--- src/exwb_pkg.sv ---
`default_nettype none

package exwb_pkg;

    localparam int XLEN          = 32;
    localparam int REG_ADDR_W    = 5;
    localparam int NUM_REGS      = 2 ** REG_ADDR_W;
    localparam int NUM_SRC       = 4;                               // Two sources per lane

    localparam int ISSUE_CREDITS = 4;                               // Queue depth
    localparam int ISSUE_PTR_W   = $clog2(ISSUE_CREDITS);
    localparam int ISSUE_CNT_W   = $clog2(ISSUE_CREDITS + 1);

    localparam int WB_CREDITS    = 2;                               // Initial output credits
    localparam int WB_CNT_W      = $clog2(WB_CREDITS + 1);

    // Multiply codes are only legal in lane B
    typedef enum logic [3:0] {
        ADD,
        SUB,
        AND,
        OR,
        XOR,
        SLL,
        SRL,
        SRA,
        SLT,
        SLTU,
        MUL,                                                        // Low word
        MULH,                                                       // High word, signed
        MULHU                                                       // High word, unsigned
    } alu_op_e;

    typedef enum logic [1:0] {
        SRC_REG,
        SRC_IMM,                                                    // Second operand only
        SRC_PC                                                      // First operand only
    } src_sel_e;

    typedef struct packed {
        logic [XLEN-1:0]       pc;
        logic [XLEN-1:0]       imm;
        logic [REG_ADDR_W-1:0] raddr1;
        logic [REG_ADDR_W-1:0] raddr2;
        src_sel_e              src1;
        src_sel_e              src2;
        alu_op_e               alu_op;
        logic                  rf_we;
        logic [REG_ADDR_W-1:0] waddr;
    } slot_t;

    typedef struct packed {
        slot_t a;
        slot_t b;
    } issue_pair_t;

    typedef struct packed {
        logic                  we;
        logic [REG_ADDR_W-1:0] waddr;
        logic [XLEN-1:0]       wdata;
        logic [XLEN-1:0]       pc;
    } wb_write_t;

    typedef struct packed {
        wb_write_t a;
        wb_write_t b;
    } wb_pair_t;

    typedef struct packed {
        logic [2*XLEN-1:0] pp_lo;                                   // x times low half of y
        logic [2*XLEN-1:0] pp_hi;                                   // x times high half of y
        alu_op_e           op;
    } mul_part_t;

endpackage

`default_nettype wire

--- src/mem_wb_stage.sv ---
`timescale 1ns/1ps
`default_nettype none

module mem_wb_stage (
    input  logic                        clk,
    input  logic                        reset,
    input  logic                        ex_valid,
    input  exwb_pkg::issue_pair_t       ex_pair,
    input  logic [exwb_pkg::XLEN-1:0]   result_a,
    input  logic [exwb_pkg::XLEN-1:0]   result_b,
    input  logic [exwb_pkg::XLEN-1:0]   product,
    input  logic                        wb_credit,
    output logic                        advance,
    output logic                        mem_valid,
    output exwb_pkg::wb_pair_t          mem_pair,
    output logic                        wb_full,
    output exwb_pkg::wb_pair_t          wb_pair,
    output logic                        wb_valid
);
    import exwb_pkg::*;

    issue_pair_t         mem_slots;
    logic [XLEN-1:0]     mem_res_a;
    logic [XLEN-1:0]     mem_res_b;
    logic                b_is_mul;
    logic [WB_CNT_W-1:0] credits;

    assign wb_valid = wb_full && (credits != '0);
    assign advance  = !wb_full || wb_valid;                         // Whole pipe moves together

    // MEM register
    always_ff @(posedge clk) begin
        if (reset) begin
            mem_valid <= 1'b0;
        end else if (advance) begin
            mem_valid <= ex_valid;                                  // Bubble when queue is empty
        end
    end

    always_ff @(posedge clk) begin
        if (advance) begin
            mem_slots <= ex_pair;
            mem_res_a <= result_a;
            mem_res_b <= result_b;
        end
    end

    // Write-back mux
    assign b_is_mul = mem_slots.b.alu_op inside {MUL, MULH, MULHU};

    always_comb begin
        mem_pair.a.we    = mem_slots.a.rf_we;
        mem_pair.a.waddr = mem_slots.a.waddr;
        mem_pair.a.wdata = mem_res_a;
        mem_pair.a.pc    = mem_slots.a.pc;
        mem_pair.b.we    = mem_slots.b.rf_we;
        mem_pair.b.waddr = mem_slots.b.waddr;
        mem_pair.b.wdata = b_is_mul ? product : mem_res_b;
        mem_pair.b.pc    = mem_slots.b.pc;
    end

    // WB register
    always_ff @(posedge clk) begin
        if (reset) begin
            wb_full <= 1'b0;
        end else if (advance) begin
            wb_full <= mem_valid;
        end
    end

    always_ff @(posedge clk) begin
        if (advance) begin
            wb_pair <= mem_pair;
        end
    end

    // Output credits
    always_ff @(posedge clk) begin
        if (reset) begin
            credits <= WB_CNT_W'(WB_CREDITS);
        end else begin
            credits <= credits + WB_CNT_W'(wb_credit) - WB_CNT_W'(wb_valid);
        end
    end

endmodule

`default_nettype wire

--- config.mk ---
export PLATFORM = sky130hd
export DESIGN_NAME = mem_wb_stage
export DESIGN_NICKNAME = d
export VERILOG_FILES = /design/src/exwb_pkg.sv /design/src/mem_wb_stage.sv
export SDC_FILE = /design/constraint.sdc
export NUM_CORES = 1
export LEC_CHECK = 0
export BUFFER_PORTS_ARGS = -buffer_cell sky130_fd_sc_hd__buf_2
export CAP_MARGIN = 40
export CORE_AREA = 2 2 217 219
export CTS_CLUSTER_SIZE = 30
export DETAILED_ROUTE_END_ITERATION = 6
export DIE_AREA = 0 0 219 221
export GPL_ROUTABILITY_DRIVEN = 0
export GPL_TIMING_DRIVEN = 0
export SYNTH_ARGS = -nofsm -noshare
export SYNTH_HDL_FRONTEND = slang
export SYNTH_SLANG_ARGS = --single-unit
--- constraint.sdc ---
create_clock -name clk -period 8.7 [get_ports clk]
set_input_delay 0.87 -clock clk [delete_from_list [all_inputs] [get_ports clk]]
set_output_delay 0.87 -clock clk [all_outputs]
set_load 0.01 [all_outputs]
## After elaboration in Yosys (flattened, before gate mapping)

Cells that the tools add are included.

- Word-level logic and storage cells: 31
- Register bits after elaboration: 288
- Output and inout bits: 284

- Equality and inequality tests: 3
- Reductions and logical operators: 5
- Add/sub/neg operators: 2
- Multiplexer cells: 1

Operator list:

| kind | count |
|---|---|
| $mux W32 | 1 |
| $eq A4 B4 Y1 const B | 3 |
| $reduce_bool A3 Y1 | 1 |
| $add A2 B1 Y2 | 1 |
| $reduce_bool A2 Y1 | 1 |
| $sub A2 B1 Y2 | 1 |
| $logic_and A1 B1 Y1 | 1 |
| $logic_not A1 Y1 | 1 |
| $logic_or A1 B1 Y1 | 1 |

## Logic depth before layout (Yosys ltp)

Gate-level depths: netlist of run 1.

- Depth after elaboration: 3
- Mapped depth: 8
- Gate-level depth less buffers: 8

## Worst setup path after synthesis of run 1

No wires, ideal clock.

- Path type: flip-flop to output port
- Start point: reg wb_full
- End point: out advance
- Required time: 7.830 ns
- Cell stages (with the launch flop): 3
- Slack: 1.774 ns
- Data arrival time: 6.056 ns
- Cells stage by stage: dfxtp_1 -> nor3b_1 -> inv_1

- Word-level cells in the longest chain between the ends: 2
- Elaborated cells on any way between the ends: 3
- Those cells by class: reduce/logical: 3

Ends and longest elaborated chain:

| item | RTL line | source |
|---|---|---|
| start, declared | mem_wb_stage.sv:16 | `output logic wb_full,` |
| start signal, assigned | mem_wb_stage.sv:67 | `wb_full <= mem_valid;` |
| $logic_not A1 Y1 or $logic_and A1 B1 Y1 (tied branches) | mem_wb_stage.sv:29, mem_wb_stage.sv:28 |  |
| $logic_or A1 B1 Y1 * | mem_wb_stage.sv:29 | `assign advance = !wb_full \|\| wb_valid;` |
| end, declared | mem_wb_stage.sv:13 | `output logic advance,` |

Mark *: on every way between the ends. The rest lies on a longest branch, timed or not.

==> results.tsv, run 1 <==
stage	metric	value	unit
clock_network	cts bufs inserted	31	
sta	final hold vios	0	
placement	placed cells	1674	
run	maxcap violations	0	
sta	final worst setup slack	5.31	ns
global_route	pin count of the biggest net entering global routing	137	
worst_setup_path	flop-to-flop setup slack	6.41	ns
worst_hold_path	WHS Path Cells	0	
floorplanning	Die ar.	48400	um^2
detailed_routing	WL/cell	17.1	um
sta	final slew viol count	0	
synthesis	Synth Cell Area	10700	um^2
worst_setup_path	CP Cell Sequence	buf_6, nand3b_2, buf_2, o22ai_1, a211oi_1, buf_2	
placement	I/O Buffers	463	
detailed_routing	Final ANT Viol Nets	0	
sta	period utilization	39.0	%
finish	Reg area	8610	um^2
clock_network	CTS H-tree depth	1	
floorplanning	Initial Util	23.3	%
clock_network	clock sinks	288	
worst_setup_path	CP top delay family	buffers and inverters	
finish	fin cells	1736	
finish	fill cell count	4548	
sta	Clock Skews	0.0260	ns
sta	Max-Slew Margin vs Limit	40.8	%
synthesis	Syn Inst Count	602	
power	Leak Pwr	6.28	nW
floorplanning	CORE AREA	46100	um^2
worst_hold_path	hold_sp	mem_pair[64]	
clock_network	CTS Hold Buffers Added	0	
placement	Setup WS pre-CTS	5.84	ns
worst_setup_path	worst path buffer plus inverter count	3	
clock_network	Clock Latency Late Sink	0.58	ns
global_route	number of global-route vias before repair	6950	
finish	share of layout cells above drive strength 1	56.6	%
floorplanning	Core Rows	79	
clock_network	postcts setup bufs	0	
clock_network	CTS tree	built	
sta	RSZ-0062 raised after global routing	no	
finish	commonest non-fill, non-tap cell in the layout	buf_2	
finish	multi-input logic area	1380	um^2
synthesis	Syn Area/Cell	17.8	um^2
synthesis	synth warn	0	
detailed_routing	detailed router's first-iteration violation count	331	
floorplanning	I/O Pins	560	
worst_setup_path	crit end category	output port	
finish	fin nets	1378	
worst_setup_path	Required @ worst endpoint	7.83	ns
synthesis	Net Count, Synth	880	
status	status	finished, final reports clean	
worst_setup_path	Worst setup SP type	flip-flop	
detailed_routing	router iterations before antenna repair	4	
finish	Layout area overhead	39.1	%
worst_setup_path	critical path peak fanout	10	
detailed_routing	vias	6937	
global_route	Tot GR Track Use	11.6	%
worst_hold_path	WHS Endpoint	wb_pair[64]	
worst_setup_path	Crit-path slowest cell	a211oi_1	
worst_setup_path	Crit Reg-Reg Startpoint	credits[1]	
detailed_routing	WL final	29800	um
floorplanning	Die H	221	um
clock_network	Bufs on Longest Clock Path	3	
worst_setup_path	R2R Path End	mem_pair[17]	
worst_setup_path	WS Path Type	reg2out	
clock_network	clock-pin slew on the worst setup and hold paths	0.07	ns
synthesis	synthesized flop and latch total	288	
sta	min Tclk post-route	3.39	ns
worst_setup_path	Critical path origin	mem_slots[8]	
sta	number of setup violations in the final report	0	
finish	commonest non-fill, non-tap cells in the layout	471 x buf_2, 284 x edfxtp_1, 79 x buf_4, 36 x nor2_1, 33 x nand2b_1	
power	maximum VDD drop	0.000164	V
placement	Post-DP Area	13900	um^2
finish	Finished Cell Area	14900	um^2
global_route	initial antenna violation count	13	
worst_hold_path	worst hold path class	reg2reg	
detailed_routing	# DRC	0	
finish	final design utilization	32.4	%
synthesis	Unique masters post-synth	25	
sta	Max Clk Rate	295	MHz
placement	Post-DP HPWL	22100	um
worst_setup_path	Critical Path Max Stage Delay	0.54	ns
power	pwr/cell area	231	nW/um^2
floorplanning	Die Width	219	um
detailed_routing	vias per cell	4.00	
clock_network	post-cts resize count	0	
clock_network	Root Driver	clkbuf_16	
worst_setup_path	Critical Path AT	2.52	ns
synthesis	sequential cell area fraction in the yosys report	80.1	%
global_route	first-pass GRT wire length	42600	um
worst_setup_path	Crit path top cell by count	buf_2	
power	Total Power	3.45	mW
worst_setup_path	Register-to-Register Path Depth	3	
global_route	total gr overflow	0	
sta	Tightest Pin Transition	0.886	ns
-- flip-flops by register name (all words and copies together), names as in the netlist --
register / cells
credits: 2
mem_pair: 76
mem_res_a: 32
mem_res_b: 32
mem_slots: 4
mem_valid: 1
wb_full: 1
wb_pair: 140
-- layer usage --
metal  global-route usage (%)  vias to the layer above  share of wire, %
met5                        0                        -              0.36
met4                     3.71                       18               2.6
met3                     4.82                       62                11
met2                     19.8                      339                49
met1                     12.9                     3291                38
li1                         -                     3227                 -
-- kinds of logic (layout without fill, tap and decap cells) --
family                   Yosys count  in the layout  share of synthesized area, %
AO/OA/AOI/OAI                     96             96                          6.23
XOR/XNOR                           2              2                         0.163
adder cells (fa/ha/maj)            2              2                         0.233
buffers and inverters            107            629                          7.01
flip-flops                       288            288                          80.1
multiplexers                       1              1                        0.0932
other                              0              5                             0
AND/OR/NAND/NOR                  106            106                          6.14
-- area by class of cell --
cell class | count | share of cell area, %
Sequential cell | 288 | 57.6
Timing Repair Buffer | 465 | 15.9
Multi-Input combinational cell | 207 | 9.24
Clock buffer | 38 | 5.50
Tap cell | 607 | 5.08
Buffer | 103 | 4.94
Clock inverter | 19 | 1.52
Inverter | 4 | 0.151
Antenna cell | 5 | 0.0837
-- through the flow --
stage	hold slack [ns]	TNS, ns
final	0.422	0
after global routing	0.430	0
after CTS	0.415	0
after detailed placement	0.431	0
after global placement	0.427	-43.55
after floorplan	0.428	0
-- synth_stat cells --
cell        n  share of area, %
edfxtp_1  284                79
buf_4      79               5.5
nor2_1     36               1.3
nand2b_1   33               1.9
o22ai_1    32               1.9
a21oi_1    27               1.3
a211oi_1   22               1.5
or3b_1     21               1.7
or3b_2     11              0.90
a211oi_2   10               1.2
buf_2       8              0.37
buf_6       6              0.63
clkbuf_1    6              0.21
a21oi_2     5              0.41
buf_1       4              0.14
dfxtp_1     4              0.75
inv_1       3              0.10
nor2b_1     3              0.17
ha_1        2              0.23
inv_2       1             0.035
mux2i_1     1             0.093
nand3b_2    1              0.10
nor3b_1     1             0.070
xnor2_1     1             0.082
xor2_1      1             0.082
-- where the power goes --
part | switching [mW] | leakage (nW) | internal, mW | total, mW
clock | 0.546 | 0.510 | 0.816 | 1.36
combinational | 0.214 | 2.74 | 0.177 | 0.391
sequential | 0.0461 | 3.04 | 1.66 | 1.70
total | 0.806 | 6.28 | 2.65 | 3.45
-- worst reg2reg max path: cells and delay by family (launching register included) --
kind          cells  cell delay (ns)
simple gates      1             0.74
buf+inv           2             0.61
flops             1             0.33
-- how the worst max path moves through the flow --
stage,to,slack [ns],depth (start not counted)
2_1_floorplan,advance,1.77,2
3_3_place_gp,advance,-1.26,3
3_5_place_dp,mem_pair[32],5.84,6
4_1_cts,mem_pair[32],5.20,6
5_1_grt,mem_pair[32],5.19,6
6_report,mem_pair[32],5.31,6
Note: power is estimated with default switching activity, not from simulation.
==> inputs of run 2 (changes only) <==
Clock period 8.7 ns to 3.4 ns, I/O delays scaled along.
==> results.tsv, run 2 (synthesis results as in run 1) <==
stage	metric	value	unit
sta	final hold vios	0	
worst_setup_path	CP Cell Sequence	nor3b_4, clkinvlp_4, buf_12, buf_12, buf_2	
finish	share of layout cells above drive strength 1	50.2	%
worst_setup_path	Crit Reg-Reg Startpoint	credits[0]	
worst_setup_path	Register-to-Register Path Depth	5	
global_route	total gr overflow	0	
status	status	finished, final reports clean	
placement	Setup WS pre-CTS	0.787	ns
worst_setup_path	worst path buffer plus inverter count	4	
clock_network	CTS tree	built	
global_route	Tot GR Track Use	12.5	%
worst_setup_path	Critical Path Max Stage Delay	0.74	ns
sta	RSZ-0062 raised after global routing	no	
floorplanning	I/O Pins	560	
power	Total Power	8.78	mW
placement	I/O Buffers	463	
clock_network	postcts setup bufs	0	
clock_network	Root Driver	clkbuf_16	
clock_network	CTS H-tree depth	1	
detailed_routing	WL/cell	16.8	um
placement	Post-DP Area	14000	um^2
finish	Layout area overhead	52.9	%
floorplanning	Die H	221	um
detailed_routing	WL final	31800	um
finish	Finished Cell Area	16400	um^2
detailed_routing	vias per cell	3.98	
floorplanning	CORE AREA	46100	um^2
floorplanning	Die ar.	48400	um^2
detailed_routing	router iterations before antenna repair	4	
worst_hold_path	worst hold path class	in2reg	
worst_setup_path	R2R Path End	wb_pair[19]	
detailed_routing	detailed router's first-iteration violation count	415	
worst_setup_path	critical path peak fanout	37	
clock_network	clock-pin slew on the worst setup and hold paths	0.06	ns
power	Comb pwr share	13.1	%
clock_network	post-cts resize count	0	
worst_setup_path	Critical Path AT	2.81	ns
sta	Clock Skews	0.0231	ns
finish	commonest non-fill, non-tap cell in the layout	buf_2	
clock_network	CTS Hold Buffers Added	146	
worst_setup_path	Crit path top cell by count	buf_12	
detailed_routing	vias	7499	
clock_network	clock sinks	288	
worst_hold_path	hold_sp	wb_credit	
power	maximum VDD drop	0.000420	V
finish	final design utilization	35.6	%
worst_setup_path	flop-to-flop setup slack	0.82	ns
clock_network	Bufs on Longest Clock Path	3	
floorplanning	Die Width	219	um
detailed_routing	# DRC	0	
worst_setup_path	Worst setup SP type	flip-flop	
finish	fin nets	1529	
clock_network	Clock Latency Late Sink	0.59	ns
finish	commonest non-fill, non-tap cells in the layout	471 x buf_2, 284 x edfxtp_1, 146 x dlygate4sd3_1, 79 x buf_4, 36 x nor2_1	
finish	fill cell count	4435	
global_route	number of global-route vias before repair	8062	
power	pwr/cell area	535	nW/um^2
sta	Tightest Pin Transition	0.847	ns
power	Net Sw Frac	24.4	%
power	Clock Power Share	37.2	%
worst_setup_path	Crit-path slowest cell	clkinvlp_4	
global_route	initial antenna violation count	5	
sta	number of setup violations in the final report	0	
floorplanning	Core Rows	79	
sta	final worst setup slack	0.254	ns
power	NetSw	2.14	mW
worst_setup_path	Required @ worst endpoint	3.06	ns
clock_network	cts bufs inserted	31	
sta	min Tclk post-route	3.15	ns
run	maxcap violations	0	
sta	final slew viol count	0	
detailed_routing	Final ANT Viol Nets	0	
global_route	pin count of the biggest net entering global routing	44	
power	Int Power	6.63	mW
worst_hold_path	WHS Endpoint	credits[0]	
placement	Post-DP HPWL	22700	um
finish	max FFs per register	140	
worst_setup_path	CP top delay family	buffers and inverters	
sta	Max-Slew Margin vs Limit	43.4	%
worst_setup_path	crit end category	output port	
global_route	first-pass GRT wire length	46800	um
sta	Max Clk Rate	318	MHz
sta	period utilization	92.5	%
power	Reg power frac	49.7	%
floorplanning	Initial Util	23.3	%
finish	Top reg by flops	wb_pair	
power	Leak Pwr	6.90	nW
worst_hold_path	WHS Path Cells	3	
worst_setup_path	WS Path Type	reg2out	
worst_setup_path	Critical path origin	credits[0]	
-- run 2: cell types whose count changed in the layout (fill, tap and decap cells not counted), moves of 3 or more --
cell	before	now
bufinv_16	5	2
buf_12	0	7
clkinv_2	7	4
dlygate4sd3_1	0	146
clkinv_1	3	6
-- run 2: worst register-to-register path, stage by stage (launching register included) --
cell and delay [ns]:
dfxtp_1 0.35, nor3b_4 0.31, clkinvlp_4 0.74, buf_12 0.47
buf_12 0.23, buf_12 0.24
-- run 2: worst max-delay path by stage --
stage / slack [ns] / depth (start not counted) / to
2_1_floorplan: -1.95 / 2 / mem_pair[0]
3_3_place_gp: -3.81 / 2 / wb_pair[19]
3_5_place_dp: 0.79 / 5 / wb_pair[19]
4_1_cts: 0.18 / 5 / advance
5_1_grt: 0.08 / 5 / advance
6_report: 0.25 / 5 / advance
-- run 2: layout make-up --
class | count | area (um^2) | share of cell area (%)
multi-input cells | 207 | 1390 | 8.48
well taps | 607 | 759 | 4.63
repair buffers | 616 | 3920 | 23.9
plain buffers | 103 | 738 | 4.50
inverters | 4 | 18.8 | 0.114
flip-flops and latches | 288 | 8610 | 52.4
clock inverters | 20 | 179 | 1.09
clock buffers | 36 | 795 | 4.84
diodes | 4 | 10.0 | 0.0610
-- run 2: per-stage QoR --
| stage | TNS, ns | hold WS [ns] | instances |
|---|---|---|---|
| 2_1_floorplan | -555.20 | 0.405 | 602 |
| 3_3_place_gp | -1075.22 | 0.426 | 1672 |
| 3_5_place_dp | 0 | 0.431 | 1679 |
| 4_1_cts | 0 | 0.0652 | 1881 |
| 5_1_grt | 0 | 0.123 | 1885 |
| 6_report | 0 | 0.103 | 1885 |
-- run 2: layer usage --
layer / GRT usage (%) / part of all wire, % / up-vias
met4: 4.45 / 2.3 / 2
li1: - / - / 3521
met5: 0 / 0.050 / -
met1: 13.9 / 38 / 3566
met3: 4.80 / 10 / 49
met2: 21.7 / 50 / 361
-- run 2: power by group through the flow --
stage | Sequential, mW | Clock (mW) | Combinational, mW
after floorplan | 4.53 | 0 | 0.386
after global placement | 4.44 | 0 | 0.998
after detailed placement | 4.44 | 0 | 1.02
after CTS | 4.36 | 3.37 | 1.16
after global routing | 4.39 | 3.51 | 1.24
final | 4.36 | 3.27 | 1.15
