==> src/exwb_pkg.sv <==
`default_nettype none

package exwb_pkg;

    localparam int XLEN          = 32;
    localparam int REG_ADDR_W    = 5;
    localparam int NUM_REGS      = 2 ** REG_ADDR_W;
    localparam int NUM_SRC       = 4;                               // Two sources per lane

    localparam int ISSUE_CREDITS = 4;                               // Queue depth
    localparam int ISSUE_PTR_W   = $clog2(ISSUE_CREDITS);
    localparam int ISSUE_CNT_W   = $clog2(ISSUE_CREDITS + 1);

    localparam int WB_CREDITS    = 2;                               // Initial output credits
    localparam int WB_CNT_W      = $clog2(WB_CREDITS + 1);

    // Multiply codes are only legal in lane B
    typedef enum logic [3:0] {
        ADD,
        SUB,
        AND,
        OR,
        XOR,
        SLL,
        SRL,
        SRA,
        SLT,
        SLTU,
        MUL,                                                        // Low word
        MULH,                                                       // High word, signed
        MULHU                                                       // High word, unsigned
    } alu_op_e;

    typedef enum logic [1:0] {
        SRC_REG,
        SRC_IMM,                                                    // Second operand only
        SRC_PC                                                      // First operand only
    } src_sel_e;

    typedef struct packed {
        logic [XLEN-1:0]       pc;
        logic [XLEN-1:0]       imm;
        logic [REG_ADDR_W-1:0] raddr1;
        logic [REG_ADDR_W-1:0] raddr2;
        src_sel_e              src1;
        src_sel_e              src2;
        alu_op_e               alu_op;
        logic                  rf_we;
        logic [REG_ADDR_W-1:0] waddr;
    } slot_t;

    typedef struct packed {
        slot_t a;
        slot_t b;
    } issue_pair_t;

    typedef struct packed {
        logic                  we;
        logic [REG_ADDR_W-1:0] waddr;
        logic [XLEN-1:0]       wdata;
        logic [XLEN-1:0]       pc;
    } wb_write_t;

    typedef struct packed {
        wb_write_t a;
        wb_write_t b;
    } wb_pair_t;

    typedef struct packed {
        logic [2*XLEN-1:0] pp_lo;                                   // x times low half of y
        logic [2*XLEN-1:0] pp_hi;                                   // x times high half of y
        alu_op_e           op;
    } mul_part_t;

endpackage

`default_nettype wire

==> src/issue_queue.sv <==
`timescale 1ns/1ps
`default_nettype none

module issue_queue (
    input  logic                  clk,
    input  logic                  reset,
    input  logic                  issue_valid,
    input  exwb_pkg::issue_pair_t issue_pair,
    input  logic                  advance,
    output logic                  head_valid,
    output exwb_pkg::issue_pair_t head,
    output logic                  credit_return
);
    import exwb_pkg::*;

    issue_pair_t            fifo_mem [ISSUE_CREDITS];
    logic [ISSUE_PTR_W-1:0] wr_ptr;
    logic [ISSUE_PTR_W-1:0] rd_ptr;
    logic [ISSUE_CNT_W-1:0] count;
    logic                   pop;

    assign head_valid = (count != '0);
    assign head       = fifo_mem[rd_ptr];                          // Show-ahead head
    assign pop        = advance && head_valid;

    // Upstream credits keep the push from ever hitting a full queue
    always_ff @(posedge clk) begin
        if (issue_valid) begin
            fifo_mem[wr_ptr] <= issue_pair;
        end
    end

    always_ff @(posedge clk) begin
        if (reset) begin
            wr_ptr        <= '0;
            rd_ptr        <= '0;
            count         <= '0;
            credit_return <= 1'b0;
        end else begin
            if (issue_valid) begin
                if (wr_ptr == ISSUE_PTR_W'(ISSUE_CREDITS - 1)) begin
                    wr_ptr <= '0;
                end else begin
                    wr_ptr <= wr_ptr + 1'b1;
                end
            end
            if (pop) begin
                if (rd_ptr == ISSUE_PTR_W'(ISSUE_CREDITS - 1)) begin
                    rd_ptr <= '0;
                end else begin
                    rd_ptr <= rd_ptr + 1'b1;
                end
            end
            count         <= count + ISSUE_CNT_W'(issue_valid) - ISSUE_CNT_W'(pop);
            credit_return <= pop;                                   // One pulse per entry left
        end
    end

endmodule

`default_nettype wire

==> config.mk <==
export PLATFORM = sky130hd
export DESIGN_NAME = issue_queue
export DESIGN_NICKNAME = d
export VERILOG_FILES = /design/src/exwb_pkg.sv /design/src/issue_queue.sv
export SDC_FILE = /design/constraint.sdc
export NUM_CORES = 1
export LEC_CHECK = 0
export ABC_AREA = 1
export BUFFER_PORTS_ARGS = -buffer_cell sky130_fd_sc_hd__buf_2
export CORE_AREA = 2 2 214 216
export DETAILED_ROUTE_END_ITERATION = 6
export DIE_AREA = 0 0 216 218
export GPL_TIMING_DRIVEN = 0
export PLACE_DENSITY = 0.82
export SYNTH_ARGS = -nofsm -noshare
export SYNTH_HDL_FRONTEND = slang
export SYNTH_SLANG_ARGS = --single-unit
export TNS_END_PERCENT = 20
==> constraint.sdc <==
create_clock -name clk -period 9.6 [get_ports clk]
set_clock_uncertainty 0.2 [all_clocks]
set_input_delay 2.4 -clock clk [delete_from_list [all_inputs] [get_ports clk]]
set_output_delay 2.4 -clock clk [all_outputs]
set_load 0.005 [all_outputs]
After elaboration in Yosys (flattened, before gate mapping)
Memories as Yosys holds them, arrays and structs flattened. A register that Yosys moved wholly into a read port is not among the register bits.
Index checks and enable logic that the tools add are counted.
{"block": "word_totals", "elab_cells": 19, "output_inout_bits": 178, "ramBits": 704, "input_bits": 180, "register_bits": 8, "n_memories": 1}
{"name": "fifo_mem", "depth": 4, "word_bits": 176, "rd": 1, "rd_ports_with_merged_regs": 1, "wr": 1, "line_no": "issue_queue.sv:16", "rtl": "issue_pair_t fifo_mem [ISSUE_CREDITS];"}
{"block": "classes", "addsub": 4, "n_reduce_logical": 2, "eq_ne": 2, "muxes": 6}
{"cell": "$mux W2", "n": 4}
{"cell": "$add A2 B1 Y2 const B", "n": 2}
{"cell": "$eq A2 B2 Y1 const B", "n": 2}
{"cell": "$add A3 B1 Y3", "n": 1}
{"cell": "$reduce_bool A3 Y1", "n": 1}
{"cell": "$sub A3 B1 Y3", "n": 1}
{"cell": "$mux W1", "n": 2}
{"cell": "$logic_and A1 B1 Y1", "n": 1}

Depth between registers and ports, before layout
Gate-level depths: netlist of the first run.
{"block": "depth", "ltp_word": 4, "ltp_mapped": 12, "depth_no_buf": 12}

Least setup slack after synthesis of the first run
Ideal clock, no wire load.
{"block": "synth_path", "kind": "in2reg", "from": "in issue_valid", "to": "mem fifo_mem[3][0] (netlist name), enable pin", "cell_stages": 3, "required_time_ns": 8.871, "arrival_ns": 6.113, "path_slack_ns": 2.757, "setup_time_ns": 0.529, "n_path_buf": 1, "path_cell_list": "clkbuf_1 -> nand2_1 -> inv_1"}
{"block": "synth_between", "elab_chain_cells": 2}
{"item": "from (decl)", "line_no": "issue_queue.sv:7", "rtl": "input logic issue_valid,"}
{"item": "$mux W1", "line_no": "issue_queue.sv:28", "rtl": "if (issue_valid) begin"}
{"item": "$mux W1 (implied by the code)", "line_no": "issue_queue.sv:29", "rtl": "fifo_mem[wr_ptr] <= issue_pair;"}
{"item": "to (decl)", "line_no": "issue_queue.sv:16"}
Every way passes these cells.

==> summary.txt, run 1 <==
Clock tree
  • Clock slew seen by the registers of the worst setup and hold paths: 0.06 ns
  • TritonCTS Buffers: 72
  • H-tree level count: 3
  • Clock Root Buffer: clkbuf_16
  • Post-CTS Setup Inserts: 0
  • CTS tree: built
  • Clock latency on the worst-skew pair: 0.59 ns
  • Number of buffers on the longest clock path: 3
  • Count of clock tree sinks: 714
  • Number of buffers inserted for hold repair after clock tree synthesis: 0
  • Post_cts resized: 0

Timing
  • Setup repair after global routing missed its margin: no
  • Slew margin rel.: 0.418
  • Post-layout min period: 5.05 ns
  • Highest clock rate: 198 MHz
  • Number of endpoints with negative hold slack in the final report: 0
  • Share of the clock period used by the worst path: 0.526
  • Smallest hold slack: 0.381 ns
  • Final Max Slew Viols: 0
  • Transition time of the tightest slew-check pin: 0.873 ns
  • Final Setup Violations: 0

Yosys
  • Compound-gate portion of the synthesized area: 0.108
  • Number of distinct standard cells referenced by the synthesized netlist: 21
  • Area share of xor/xnor cells in the synthesized design: 0.000329
  • Post-synthesis sequential element count: 714
  • Post-synthesis share of cell area spent on full adders, half adders and majority gates: 0.00405
  • Combinational family with the most area after synthesis: compound AO/OA/AOI/OAI gates
  • Post-synth top flop: edfxtp_1
  • Net Count, Synth: 1953
  • Fraction of synthesized area in multiplexers: 0
  • Register area share after synthesis: 0.803
  • Cell area after technology mapping: 26600 um2
  • Count of mapped cells out of synthesis: 1765
  • Synth async-reset ratio: 0
  • Synthesized area per cell: 15.1 um2
  • Count of synthesis-stage warnings from yosys: 0
  • Number of enable flip-flop cells after synthesis: 704
  • Post-Synth Simple-Gate Area: 0.0533

Global route
  • Antenna violations before repair: 23
  • Vias in the first global route: 17100
  • Total congestion overflow: 0
  • Pin count of the biggest net entering global routing: 110
  • Global-route usage over all layers: 0.270
  • First-pass GRT wire length: 95.8 mm

Worst setup path
  • Critical path class: flop to output port
  • Arrival time of the worst setup path: 2.45 ns
  • Crit path to: head[54]
  • Flop-to-flop setup slack: 7.14 ns
  • Critical path data required time: 7.00 ns
  • Cell depth of the worst flop-to-flop path: 5
  • Highest fanout seen on the critical path: 10
  • Crit path launch type: flop
  • Critical Path End Type: output port
  • Worst R2R Start: wr_ptr[0]
  • Worst reg2reg path endpoint: fifo_mem[0][107]

Power and ir drop
  • Worst IR drop on VDD: 0.210 mV
  • Part of the total power dissipated in sequential elements: 0.429
  • Clock network fraction of total power: 0.314
  • Switching part of the total power: 0.300
  • Power Total: 8.46 mW
  • Combinational fraction of design power: 0.257
  • Sw power: 2.54 mW
  • Leakage Power: 11.1 nW
  • Cell internal power dissipation: 5.92 mW
  • Power density relative to cell area: 268 nW/um2

Status
  • Violated checks: design-rule violations
  • Outcome: finished, violations left

Detailed routing
  • 1st-iter DRT viols: 1970
  • Antenna-violating nets left: 0
  • Via count: 17100
  • DRC violation count after routing: 7
  • Length of routed met2 wiring: 32.5 mm
  • Final routed wire length divided by cell count: 22.8 um
  • Via density: 5.98
  • Wire length on met1: 23.8 mm
  • DRT Pass-1 Iters: 5
  • Wire length after detailed routing: 65.1 mm
  • DR WL met3: 6.73 mm
  • Highest metal layer with signal wires: met5

Flow run
  • Number of maximum-capacitance constraint violations: 0

Floorplanning
  • Rows: 78
  • Area of the core: 44900 um2
  • Die ar.: 47100 um2
  • I/O Pins: 358
  • Chip width: 216 um
  • Die span in y: 218 um
  • Starting density of the core: 0.592

Cells and area
  • Synthesis-to-layout area growth: 18.6%
  • Utilization after layout: 0.702
  • Layout cells sized above 1: 0.243
  • Most common cell after layout, fill and taps aside: edfxtp_1
  • Final-stage net count: 2388
  • Design area: 31500 um2
  • Highest-count cells in the layout ignoring fill and taps: edfxtp_1, buf_2, nor2_1

Placement
  • DP Area: 29300 um2
  • Hpwl dp: 39.0 mm
  • Last weighted congestion value of the routability-driven placer: 0.819
  • Count of buffers inserted at the top-level ports: 357

Worst hold path
  • Path type of the worst min-delay path: flop to flop
  • Worst min-delay path startpoint: rd_ptr[1]
==> worst max-delay path, stage by stage, from the launching register on <==
cell and delay [ns]:
dfxtp_1 0.41, inv_2 0.16, buf_2 0.38, clkbuf_2 0.31, o21ai_0 0.15, o22ai_1 0.25
buf_2 0.18
==> power by group through the flow <==
stage	registers [mW]	logic, mW	clock network [mW]
after floorplan	3.71	1.14	0
after global placement	3.73	2.07	0
after detailed placement	3.70	2.14	0
after CTS	3.63	2.16	2.68
after global routing	3.64	2.34	2.81
final	3.63	2.17	2.66
==> how the worst min path moves through the flow <==
stage | to | slack, ns | cells after the start
6_report | rd_ptr[1] | 0.38 | 2
5_1_grt | count[2] | 0.41 | 3
4_1_cts | flop | 0.37 | 2
3_5_place_dp | count[2] | 0.36 | 3
3_3_place_gp | rd_ptr[1] | 0.32 | 2
2_1_floorplan | flop | 0.28 | 2
==> state kept, by name (all words and copies together), names as in the netlist, named ones only <==
signal         cells
credit_return      1
count              3
wr_ptr             2
rd_ptr             2
fifo_mem         704
==> synthesized netlist by cell type (3+ instances only) <==
cell      number  share of area
nand3_1        3        0.00056
edfxtp_1     704           0.80
a21oi_1        4        0.00075
nor2_1       361          0.051
ha_1           7         0.0033
o21ai_0      229          0.043
buf_6         32          0.014
nand2_1       11         0.0016
o22ai_1      176          0.041
buf_4          6         0.0017
inv_1         16         0.0023
dfxtp_1       10         0.0075
o21ai_1      123          0.023
clkbuf_1      30         0.0042
buf_2         43         0.0081
clkbuf_2       5        0.00094
==> area by class of cell <==
cell class              count  area (um2)
repair buffers            361        1900
clock inverters            31         290
diodes                     15        37.5
flip-flops and latches    714       21300
fillers                  2842       13400
inverters                  18         103
clock buffers              91        1940
multi-input cells         917        4420
plain buffers             116         758
well taps                 600         751
==> stage by stage <==
stage	TNS, ns	cells	setup WS, ns
2_1_floorplan	0	1765	2.76
3_3_place_gp	-19.51	2722	-0.108
3_5_place_dp	0	2726	4.90
4_1_cts	0	2848	4.49
5_1_grt	0	2856	4.46
6_report	0	2863	4.55
==> kinds of logic after synthesis <==
logic type	after synthesis
DFF	714
AOI/OAI and AO/OA	532
and+or+nand+nor	376
buffers and inverters	134
adders and majority gates	8
xor gates and xnor gates	1
==> routing by layer <==
layer | global-route usage | vias up
li1 | - | 7577
met1 | 0.337 | 8416
met2 | 0.450 | 951
met3 | 0.0738 | 148
met4 | 0.116 | 20
met5 | 0 | -
Note: power is estimated with default switching activity, not from simulation.
==> inputs of run 2 (changes only) <==
--- a/config.mk
+++ b/config.mk
@@ -5,13 +5,13 @@
 export SDC_FILE = /design/constraint.sdc
 export NUM_CORES = 1
 export LEC_CHECK = 0
-export ABC_AREA = 1
+export ABC_AREA = 0
 export BUFFER_PORTS_ARGS = -buffer_cell sky130_fd_sc_hd__buf_2
-export CORE_AREA = 2 2 214 216
+export CORE_AREA = 2 2 229 231
 export DETAILED_ROUTE_END_ITERATION = 6
-export DIE_AREA = 0 0 216 218
+export DIE_AREA = 0 0 231 233
 export GPL_TIMING_DRIVEN = 0
-export PLACE_DENSITY = 0.82
+export PLACE_DENSITY = 0.74
 export SYNTH_ARGS = -nofsm -noshare
 export SYNTH_HDL_FRONTEND = slang
 export SYNTH_SLANG_ARGS = --single-unit
==> constraint.sdc (replaced) <==
create_clock -name clk -period 4.6 [get_ports clk]
set_clock_uncertainty 0.2 [all_clocks]
set_input_delay 1.15 -clock clk [delete_from_list [all_inputs] [get_ports clk]]
set_output_delay 1.15 -clock clk [all_outputs]
set_load 0.005 [all_outputs]
==> run 2 against run 1 <==
  * The run now ends clean
  * First-iteration DRC count fell by 60%
  * Final cell count fell by 25%
  * Synthesized cell count decreased by 45%
  * Area after synthesis decreased by 2.6%
  * Hold slack worse by 0.071 ns
  * Critical endpoint is now head[68]
  * Largest power group unchanged
==> summary.txt, run 2 <==
Status
  • Outcome: completed (was finished, violations left)

Floorplanning
  • Rows: 83 (was 78)
  • Chip width: 231 um (was 216 um)
  • Die ar.: 53800 um2 (was 47100 um2)
  • Area of the core: 51100 um2 (was 44900 um2)
  • Die span in y: 233 um (was 218 um)
  • I/O Pins: 358 (unchanged)
  • Starting density of the core: 0.507 (was 0.592)

Power and ir drop
  • Clock network fraction of total power: 0.360 (was 0.314)
  • Power density relative to cell area: 511 nW/um2 (was 268 nW/um2)
  • Leakage Power: 10.5 nW (was 11.1 nW)
  • Worst IR drop on VDD: 0.385 mV (was 0.210 mV)
  • Combinational fraction of design power: 0.169 (was 0.257)
  • Cell internal power dissipation: 12.3 mW (was 5.92 mW)
  • Switching part of the total power: 0.229 (was 0.300)
  • Sw power: 3.66 mW (was 2.54 mW)
  • Part of the total power dissipated in sequential elements: 0.470 (was 0.429)

Yosys
  • Count of mapped cells out of synthesis: 966 (was 1765)
  • Count of synthesis-stage warnings from yosys: 0 (unchanged)
  • Number of distinct standard cells referenced by the synthesized netlist: 21 (unchanged)
  • Post-synth top flop: edfxtp_1 (unchanged)
  • Net Count, Synth: 1154 (was 1953)
  • Most numerous cell types in the synthesized netlist: edfxtp_1, mux4_2, buf_2 (was edfxtp_1, nor2_1, o21ai_0)
  • Register area share after synthesis: 0.824 (was 0.803)
  • Synth async-reset ratio: 0 (unchanged)
  • Number of enable flip-flop cells after synthesis: 704 (unchanged)
  • Post-synthesis sequential element count: 714 (unchanged)
  • Cell area after technology mapping: 25900 um2 (was 26600 um2)
  • Leading cell type by number of instances after synthesis: edfxtp_1 (unchanged)
  • Library cell occupying the most area in the post-synthesis netlist: edfxtp_1 (unchanged)
  • Leading post-synthesis cells by cell area: edfxtp_1, mux4_2, dfxtp_1, buf_6, buf_2 (was edfxtp_1, nor2_1, o21ai_0, o22ai_1, o21ai_1)
  • Fraction of synthesized cell area taken by the top area cell type: 0.816 (was 0.795)
  • Synthesized area per cell: 26.8 um2 (was 15.1 um2)

Detailed routing
  • Final routed wire length divided by cell count: 23.4 um (was 22.8 um)
  • Wire length after detailed routing: 50.3 mm (was 65.1 mm)
  • 1st-iter DRT viols: 781 (was 1970)
  • Antenna-violating nets left: 0 (unchanged)
  • DRT Pass-1 Iters: 5 (unchanged)
  • Via density: 5.46 (was 5.98)
  • DRC violation count after routing: 0 (was 7)
  • Via count: 11700 (was 17100)

Global route
  • Vias in the first global route: 12300 (was 17100)
  • First-pass GRT wire length: 74.9 mm (was 95.8 mm)
  • Met2 GRT Util: 0.312 (was 0.450)
  • Met1 usage in global routing: 0.239 (was 0.337)
  • Total congestion overflow: 0 (unchanged)
  • Pin count of the biggest net entering global routing: 56 (was 110)
  • Routing layer with the top usage in global route: met2 (unchanged)
  • Met3 layer usage reported by global route: 0.0654 (was 0.0738)
  • Antenna violations before repair: 9 (was 23)
  • Global-route usage over all layers: 0.189 (was 0.270)

Clock tree
  • TritonCTS Buffers: 72 (unchanged)
  • H-tree level count: 3 (unchanged)
  • Clock slew seen by the registers of the worst setup and hold paths: 0.06 ns (about the same)
  • CTS tree: built (unchanged)
  • Clock Root Buffer: clkbuf_16 (unchanged)
  • Post-CTS Setup Inserts: 0 (unchanged)
  • Count of clock tree sinks: 714 (unchanged)
  • Number of buffers on the longest clock path: 3 (unchanged)
  • Post_cts resized: 0 (unchanged)
  • Number of buffers inserted for hold repair after clock tree synthesis: 0 (unchanged)
  • Clock latency on the worst-skew pair: 0.59 ns (about the same)

Placement
  • DP Area: 28900 um2 (was 29300 um2)
  • Count of buffers inserted at the top-level ports: 356 (was 357)
  • Hpwl dp: 32.3 mm (was 39.0 mm)
  • Cell count after placement: 2014 (was 2726)
  • Last weighted congestion value of the routability-driven placer: 0.706 (was 0.819)

Worst hold path
  • Worst min-delay path startpoint: rd_ptr[1] (unchanged)
  • Number of instances on the worst hold path: 2 (unchanged)
  • Sink of the worst hold path: rd_ptr[1] (unchanged)
  • Path type of the worst min-delay path: flop to flop (unchanged)

Cells and area
  • Most common cell after layout, fill and taps aside: edfxtp_1 (unchanged)
  • Number of non-filler instances in the completed layout: 2146 (was 2863)
  • Sequential cell area: 21300 um2 (unchanged)
  • Max reg flops: 704 (unchanged)
  • Most flops, register: fifo_mem (unchanged)
  • Design area: 31200 um2 (was 31500 um2)
  • Top flop regs: fifo_mem x704, count x3 (unchanged)
  • Final-stage net count: 1596 (was 2388)
  • Highest-count cells in the layout ignoring fill and taps: edfxtp_1, buf_2, mux4_2 (was edfxtp_1, buf_2, nor2_1)
  • Layout cells sized above 1: 0.470 (was 0.243)
  • Count of fill cells added during filler insertion: 3497 (was 2842)
  • Area of the multi-input gates: 4240 um2 (was 4420 um2)
  • Synthesis-to-layout area growth: 20.6% (was 18.6%)
  • Utilization after layout: 0.611 (was 0.702)

Worst setup path
  • Cell Chain, Critical Path: clkbuf_1 > buf_2 > buf_2 > mux4_2 > buf_2 (was inv_2 > buf_2 > clkbuf_2 > o21ai_0 > o22ai_1 > buf_2)
  • Flop-to-flop setup slack: 2.20 ns (was 7.14 ns)
  • Cell depth of the worst flop-to-flop path: 5 (unchanged)
  • Worst R2R Start: wr_ptr[0] (unchanged)
  • Arrival time of the worst setup path: 2.55 ns (was 2.45 ns)
  • CP max stage delay: 0.42 ns (was 0.41 ns)
  • Critical path class: flop to output port (unchanged)
  • Worst reg2reg path endpoint: fifo_mem[2][93] (was fifo_mem[0][107])
  • Critical path data required time: 3.25 ns (was 7.00 ns)
  • Critical Path End Type: output port (unchanged)
  • Cell type with the highest occurrence count on the critical path: buf_2 (unchanged)
  • Crit path launch type: flop (unchanged)
  • Library cell contributing the largest single delay on the critical path: buf_2 (was dfxtp_1)
  • Highest fanout seen on the critical path: 10 (unchanged)

Flow run
  • Number of maximum-capacitance constraint violations: 0 (unchanged)

Timing
  • Transition time of the tightest slew-check pin: 0.725 ns (was 0.873 ns)
  • Total Neg Setup Slack: 0 ns (unchanged)
  • Slew margin rel.: 0.517 (was 0.418)
  • Share of the clock period used by the worst path: 0.848
  • Setup repair after global routing missed its margin: no (unchanged)
  • Post-layout min period: 3.90 ns
  • Final Max Slew Viols: 0 (unchanged)
  • Smallest hold slack: 0.310 ns (was 0.381 ns)
  • Highest clock rate: 256 MHz
  • Final Setup Violations: 0 (unchanged)
  • Number of endpoints with negative hold slack in the final report: 0 (unchanged)
run 2: cell count changes in the layout (fill, tap and decap cells not counted), sizes merged, moves of 12 or more:
cell and change:
nor2 -358, clkbuf -31, diode -13, mux4 +176, o22ai -176, o21ai -352
buf -38, inv -12
run 2: logic make-up after synthesis:
group,Yosys count,synth area share
adders and majority gates,8,0.00415
and+or+nand+nor,16,0.00362
buffers and inverters,46,0.0125
DFF,714,0.824
AOI/OAI and AO/OA,2,0.000531
xor gates and xnor gates,1,0.000870
muxes,179,0.154
run 2: final cells by class:
class,instances,share of cell area
inverter,5,0.000601
sequential,714,0.683
clock inverter,40,0.0133
timing repair buffer,368,0.0676
tap,680,0.0273
buffer,41,0.00978
clock buffer,90,0.0619
antenna,2,0.000160
multi-input combinational,206,0.136
run 2: worst max path at each step:
stage / start / end / slack [ns] / cells past startpoint
6_report: flop / head[68] / 0.70 / 5
5_1_grt: flop / head[50] / 0.55 / 5
4_1_cts: flop / head[66] / 0.57 / 5
3_5_place_dp: flop / head[66] / 1.22 / 5
3_3_place_gp: issue_valid / fifo_mem[1][138] / -4.83 / 2
2_1_floorplan: issue_valid / fifo_mem[2][0] / -1.31 / 1
run 2: power by group through the flow:
stage,registers [mW],clock network [mW],logic (mW)
4_1_cts,7.51,5.90,2.78
2_1_floorplan,7.65,0,1.65
5_1_grt,7.53,6.13,2.93
6_report,7.51,5.75,2.70
3_3_place_gp,7.69,0,2.70
3_5_place_dp,7.65,0,2.77
run 2: metrics by stage:
stage / total power, mW / setup WS, ns
2_1_floorplan: 9.31 / -1.31
3_3_place_gp: 10.4 / -4.83
3_5_place_dp: 10.4 / 1.22
4_1_cts: 16.2 / 0.574
5_1_grt: 16.6 / 0.550
6_report: 16.0 / 0.697
run 2: critical path, delay by kind of cell, from the launching register on:
kind / cells / cell delay [ns]
buffers and inverters: 4 / 1.31
muxes: 1 / 0.35
DFF: 1 / 0.30
run 2: metal layers:
layer	part of all wire	wire length, um	vias up
li1	-	-	5099
met1	0.38	19200	6134
met2	0.51	25600	377
met3	0.087	4360	88
met4	0.019	974	12
met5	0.0015	73	-
